--- src/design/ieuPkg.sv ---
/*
  Shared types for the RV32I integer datapath.
  Holds the data and register-index types and the select encodings
  that the stages and the outside controller agree on.
*/
package ieuPkg;

  ////////////////////////////////////////////////////////////
  // Widths
  ////////////////////////////////////////////////////////////
  localparam int xlen        = 32;  // Data word width, fixed for RV32I
  localparam int regAddrBits = 5;   // Register index width
  localparam int nReg        = 32;  // Architectural registers, x0 included

  typedef logic [xlen-1:0]        xlenT;     // Data word
  typedef logic [regAddrBits-1:0] regAddrT;  // Register index, x0 is hard zero

  // Branch flags as {equal, lessThan}
  typedef logic [1:0] flagsT;

  ////////////////////////////////////////////////////////////
  // Select encodings
  ////////////////////////////////////////////////////////////

  // ALU operation chosen by the controller
  typedef enum logic [3:0] {
    aluAdd,
    aluSub,
    aluAnd,
    aluOr,
    aluXor,
    aluSlt,   // Signed set-less-than
    aluSltu,  // Unsigned set-less-than
    aluSll,
    aluSrl,
    aluSra
  } aluOpT;

  // Immediate layout in the instruction word
  typedef enum logic [2:0] {
    immI,  // Loads, ALU immediates, jalr
    immS,  // Stores
    immB,  // Branches
    immU,  // lui, auipc
    immJ   // jal
  } immSrcT;

  // Operand source in Execute
  typedef enum logic [1:0] {
    fwdReg,  // Value read in Decode
    fwdWb,   // Writeback result
    fwdMem   // Memory-stage result
  } forwardT;

  // Writeback result source
  typedef enum logic [2:0] {
    resIeu, resReadData, resCsr, resMdu, resScFail
  } resultSrcT;

endpackage

--- src/design/decodeStage.sv ---
/*
  Decode stage of the integer datapath.
  Slices register fields, reads the register file with write-through
  from Writeback, and sign-extends the immediate picked by immSrcD.
*/
`timescale 1ns/1ns

module decodeStage import ieuPkg::*; (
  input  logic    clk,
  input  logic    rstN,
  input  xlenT    instrD,     // Instruction held in Decode
  input  immSrcT  immSrcD,    // Immediate layout from controller
  input  logic    regWriteW,  // Register write strobe from Writeback
  input  regAddrT rdW,        // Writeback destination
  input  xlenT    resultW,    // Writeback data
  output regAddrT rs1D,
  output regAddrT rs2D,
  output regAddrT rdD,
  output xlenT    r1D,        // Source 1 read data
  output xlenT    r2D,        // Source 2 read data
  output xlenT    immExtD     // Sign-extended immediate
);

  xlenT regs [nReg-1:1];  // x0 not stored

  ////////////////////////////////////////////////////////////
  // Register fields
  ////////////////////////////////////////////////////////////
  assign rs1D = instrD[19:15];
  assign rs2D = instrD[24:20];
  assign rdD  = instrD[11:7];

  ////////////////////////////////////////////////////////////
  // Register file
  ////////////////////////////////////////////////////////////

  // Write on rising edge, x0 writes dropped
  always_ff @(posedge clk or negedge rstN) begin
    if (!rstN) begin
      for (int i = 1; i < nReg; i++) begin
        regs[i] <= '0;
      end
    end else if (regWriteW && (rdW != '0)) begin
      regs[rdW] <= resultW;
    end
  end

  // One read port, with bypass of a same-cycle write
  function automatic xlenT readReg(input regAddrT addr);
    xlenT val;
    if (addr == '0) val = '0;                              // Hard zero
    else if (regWriteW && (rdW == addr)) val = resultW;    // Write-through
    else val = regs[addr];
    return val;
  endfunction

  always_comb begin
    r1D = readReg(rs1D);
    r2D = readReg(rs2D);
  end

  ////////////////////////////////////////////////////////////
  // Immediate extension
  ////////////////////////////////////////////////////////////
  always_comb begin
    case (immSrcD)
      immI:    immExtD = {{20{instrD[31]}}, instrD[31:20]};
      immS:    immExtD = {{20{instrD[31]}}, instrD[31:25], instrD[11:7]};
      immB:    immExtD = {{20{instrD[31]}}, instrD[7], instrD[30:25],
                          instrD[11:8], 1'b0};  // Halfword aligned offset
      immU:    immExtD = {instrD[31:12], 12'b0};  // Upper 20 bits
      immJ:    immExtD = {{12{instrD[31]}}, instrD[19:12], instrD[20],
                          instrD[30:21], 1'b0};
      default: immExtD = '0;  // Unused codes
    endcase
  end

endmodule

--- config.mk ---
export PLATFORM = sky130hd
export DESIGN_NAME = decodeStage
export DESIGN_NICKNAME = d
export VERILOG_FILES = /design/src/design/ieuPkg.sv /design/src/design/decodeStage.sv
export SDC_FILE = /design/constraint.sdc
export NUM_CORES = 2
export LEC_CHECK = 0
export BUFFER_PORTS_ARGS = -buffer_cell sky130_fd_sc_hd__buf_2
export CAP_MARGIN = 20
export CORE_AREA = 4 4 317 319
export CTS_CLUSTER_SIZE = 14
export DETAILED_ROUTE_END_ITERATION = 10
export DIE_AREA = 0 0 321 323
export GPL_TIMING_DRIVEN = 0
export PLACE_DENSITY = 0.73
export SKIP_LAST_GASP = 1
export SLEW_MARGIN = 20
export SYNTH_ARGS = -nofsm -noshare
export SYNTH_HDL_FRONTEND = slang
export SYNTH_SLANG_ARGS = --single-unit
--- constraint.sdc ---
create_clock -name clk -period 4.4 [get_ports clk]
set_clock_uncertainty 0.1 [all_clocks]
set_input_delay 0.44 -clock clk [delete_from_list [all_inputs] [get_ports clk]]
set_output_delay 0.44 -clock clk [all_outputs]
set_load 0.01 [all_outputs]
==> impl_metrics.tcl <==
set metrics [dict create \
    top_register "regs" \
    cts_setup_buffers 0 \
    hold_viol_final 0 \
    track_usage 0.415 \
    worstMarginPinSlew_ns 1.32 \
    rsz0062_at_grt "true" \
    cts_buffers 107 \
    top_layer_used "met5" \
    power.leakage_nw 26.5 \
    synthDistinctLibCells 54 \
    clockPowerShare 0.322 \
    ctsRootBufferMaster "clkbuf_16" \
    dp_cells 5172 \
    synth_edf_count 0 \
    ys_seq_area_frac 0.456 \
    drt_iter0_drc 5817 \
    nets 4096 \
    drc 0 \
    postSynthCellCount 3711 \
    cts.clk_slew.worst_paths_ns 0.06 \
    wl_met1_um 76800 \
    coreArea_um2 97800 \
    die-area_um2 104000 \
    die_w_um 321 \
    hpwl_um 158000 \
    design_area_um2 60900 \
    finalSetupViolCount 14 \
    cp.arrival_ns 4.08 \
    yosys.area.top_type "dfrtp_1" \
    antenna_found_initial 13 \
    post-route-util 0.622 \
    top_regs "regs: 992 flops" \
    cts_sinks 992 \
    drv_cap 0 \
    port_buffers 165 \
    netlist_top_cells_area "dfrtp_1 (46%), mux2_2 (22%), mux4_2 (19%), mux2i_1 (1.4%), clkbuf_1 (1.4%)" \
    p_total_mw 28.0 \
    insertion_delay_ns 0.73 \
    crit_top_cell "buf_2" \
    place.gp.congestion 1.06 \
    antenna_left 0 \
    intPower_mw 19.5 \
    post_dp_cell_area_um2 57100 \
    grt_max_degree 137 \
    outcome "complete, but fails checks" \
    p_switching_mw 8.48 \
    pwr-share-comb 0.240 \
    end_kind "output port" \
    rows 115 \
    crit_path_max_incr_delay_ns 0.75 \
    cts_max_level 3 \
    crit_type "in -> out" \
    clock.fmax_mhz 217 \
    drive_above_1_share 0.495 \
    cts_tree "yes" \
    crit_path_start_kind "input pin" \
    overflow 0 \
    synth_top_area_frac 0.456 \
    drtPass1Iterations 6 \
    violations "setup timing" \
    ir_drop_mv 0.335 \
    final_cells 5403 \
    largest_register_ff_count 992 \
    syn_nets 3786 \
    hold_path_class "in -> reg" \
    max_slew_margin 0.123 \
    r2r_cells 1 \
    clk_path_buf_depth 3 \
    finalWorstSetupSlack_ns -0.215 \
    ys_ff_latch 992 \
    worstPathMaxFanout 11 \
    whs_ns 0.0289 \
    wl_um 216000 \
    routed-wl-met2_um 89600 \
    die_h_um 323 \
    syn_avg_cell_area_um2 14.7 \
    detail_route.wl_per_cell_um 40.0 \
    via_per_inst 7.34 \
    initial_core_util 0.556 \
    vias 39647 \
    grt_pass1_wl_um 297000 \
    finalCriticalPeriod_ns 4.62 \
    synthesis.area_um2 54400 \
    r2r_setup_slack_ns 3.46 \
    slowest_stage "a22oi_1" \
    ys.flop_type "dfrtp_1" \
    swShare 0.303 \
    crit_required_ns 3.86 \
    seq_power_share 0.438 \
    fin_crit_sh 1.05 \
    holdPathStages 2 \
    slew_violations 0 \
    yosysWarnings 0 \
    areaGrowthSynthToFinish_pct 12.0 \
    first_global_vias 38877 \
    ios 186 \
    synth_async_sr_flop_share 1.00 \
    cp_cell_sequence "buf_2, buf_4, buf_2, buf_2, clkbuf_4, mux2i_1, a22oi_1, a22o_1, buf_2" \
    p_per_area_nw_per_um2 459 \
    wl_met3_um 34100 \
]
-- routing by layer --
layer / track usage / vias up
met5: 0.00952 / -
met4: 0.242 / 8
met3: 0.206 / 729
met2: 0.576 / 3144
met1: 0.527 / 20761
li1: - / 15005
-- synthesized netlist by cell type (all sizes together) (7+ instances only) --
library cell  instances
o41ai                 8
nor3                 53
nand2                77
nand3                26
dfrtp               992
mux4                452
o21ai                52
o22ai                53
mux2               1081
xnor2                10
a21oi                28
a221o                17
a211oi               42
nand2b               22
nor2                 29
a221oi               51
a22o                 33
inv                   7
nor2b                75
buf                 221
clkbuf              198
a21o                 11
a211o                21
mux2i                75
a22oi                30
-- stage by stage --
stage	setup slack, ns	setup TNS, ns
2_1_floorplan	1.78	0
3_3_place_gp	-19.02	-
5_1_grt	-0.0118	-0.0118
6_report	-0.215	-1.51
4_1_cts	0.0252	0
3_5_place_dp	-0.0425	-0.0844
-- worst max-delay path, delay by kind of cell --
family,cells,cell delay [ns]
buf+inv,6,2.33
compound gates,2,1.11
mux,1,0.14
-- power groups by stage --
stage / clock network (mW) / registers (mW) / logic [mW]
6_report: 9.02 / 12.3 / 6.70
5_1_grt: 9.37 / 12.4 / 6.93
4_1_cts: 8.99 / 12.2 / 6.45
3_5_place_dp: 0 / 12.3 / 6.41
3_3_place_gp: 0 / 12.2 / 6.24
2_1_floorplan: 0 / 11.9 / 4.43
-- placed cells by master (no fill, tap or decap), drive strengths merged, types with 42 or more instances in the layout --
cell / count
nor3: 53
o22ai: 53
nor2b: 75
mux2: 1081
nand2: 77
buf: 392
a221oi: 51
dfrtp: 992
clkbuf: 361
mux4: 452
o21ai: 52
mux2i: 75
a211oi: 42
-- cell families after synthesis --
kind of cell	count (synthesis)	synth area share
XOR/XNOR	10	0.00161
AO/OA/AOI/OAI	371	0.0501
buffers and inverters	426	0.0383
AND/OR/NAND/NOR	303	0.0286
flip-flops	992	0.456
multiplexers	1608	0.425
adder cells (fa/ha/maj)	1	0.000184
-- layout make-up --
class                           count  area (um^2)
Clock inverter                     33          226
Inverter                            7         26.3
Buffer                            418         2090
Clock buffer                      162         3210
Fill cell                        7455        36900
Antenna cell                        9         22.5
Multi-Input combinational cell   2293        27500
Sequential cell                   992        24800
Timing Repair Buffer              202         1360
Tap cell                         1287         1610
-- path summary, 6_finish.rpt --
| kind | startpoint | endpoint |
|---|---|---|
| min in group asynchronous | rstN | regs[770] |
| max in group asynchronous | rstN | regs[509] |
| hold / removal | resultW[10] | regs[970] |
| hold reg to reg | regs[756] | regs[756] |
| setup reg to reg | regs[459] | regs[459] |
| setup / recovery | instrD[16] | r1D[11] |
-- what timing repair did --
| item | 4_1_cts | 5_1_grt |
|---|---|---|
| resized for setup | 2 | 9 |
| hold endpoints to repair | 164 | 0 |
| setup endpoints to repair | 4 | 12 |
| hold buffers | 27 | 0 |
No activity file was read; power rests on OpenSTA's default activity.
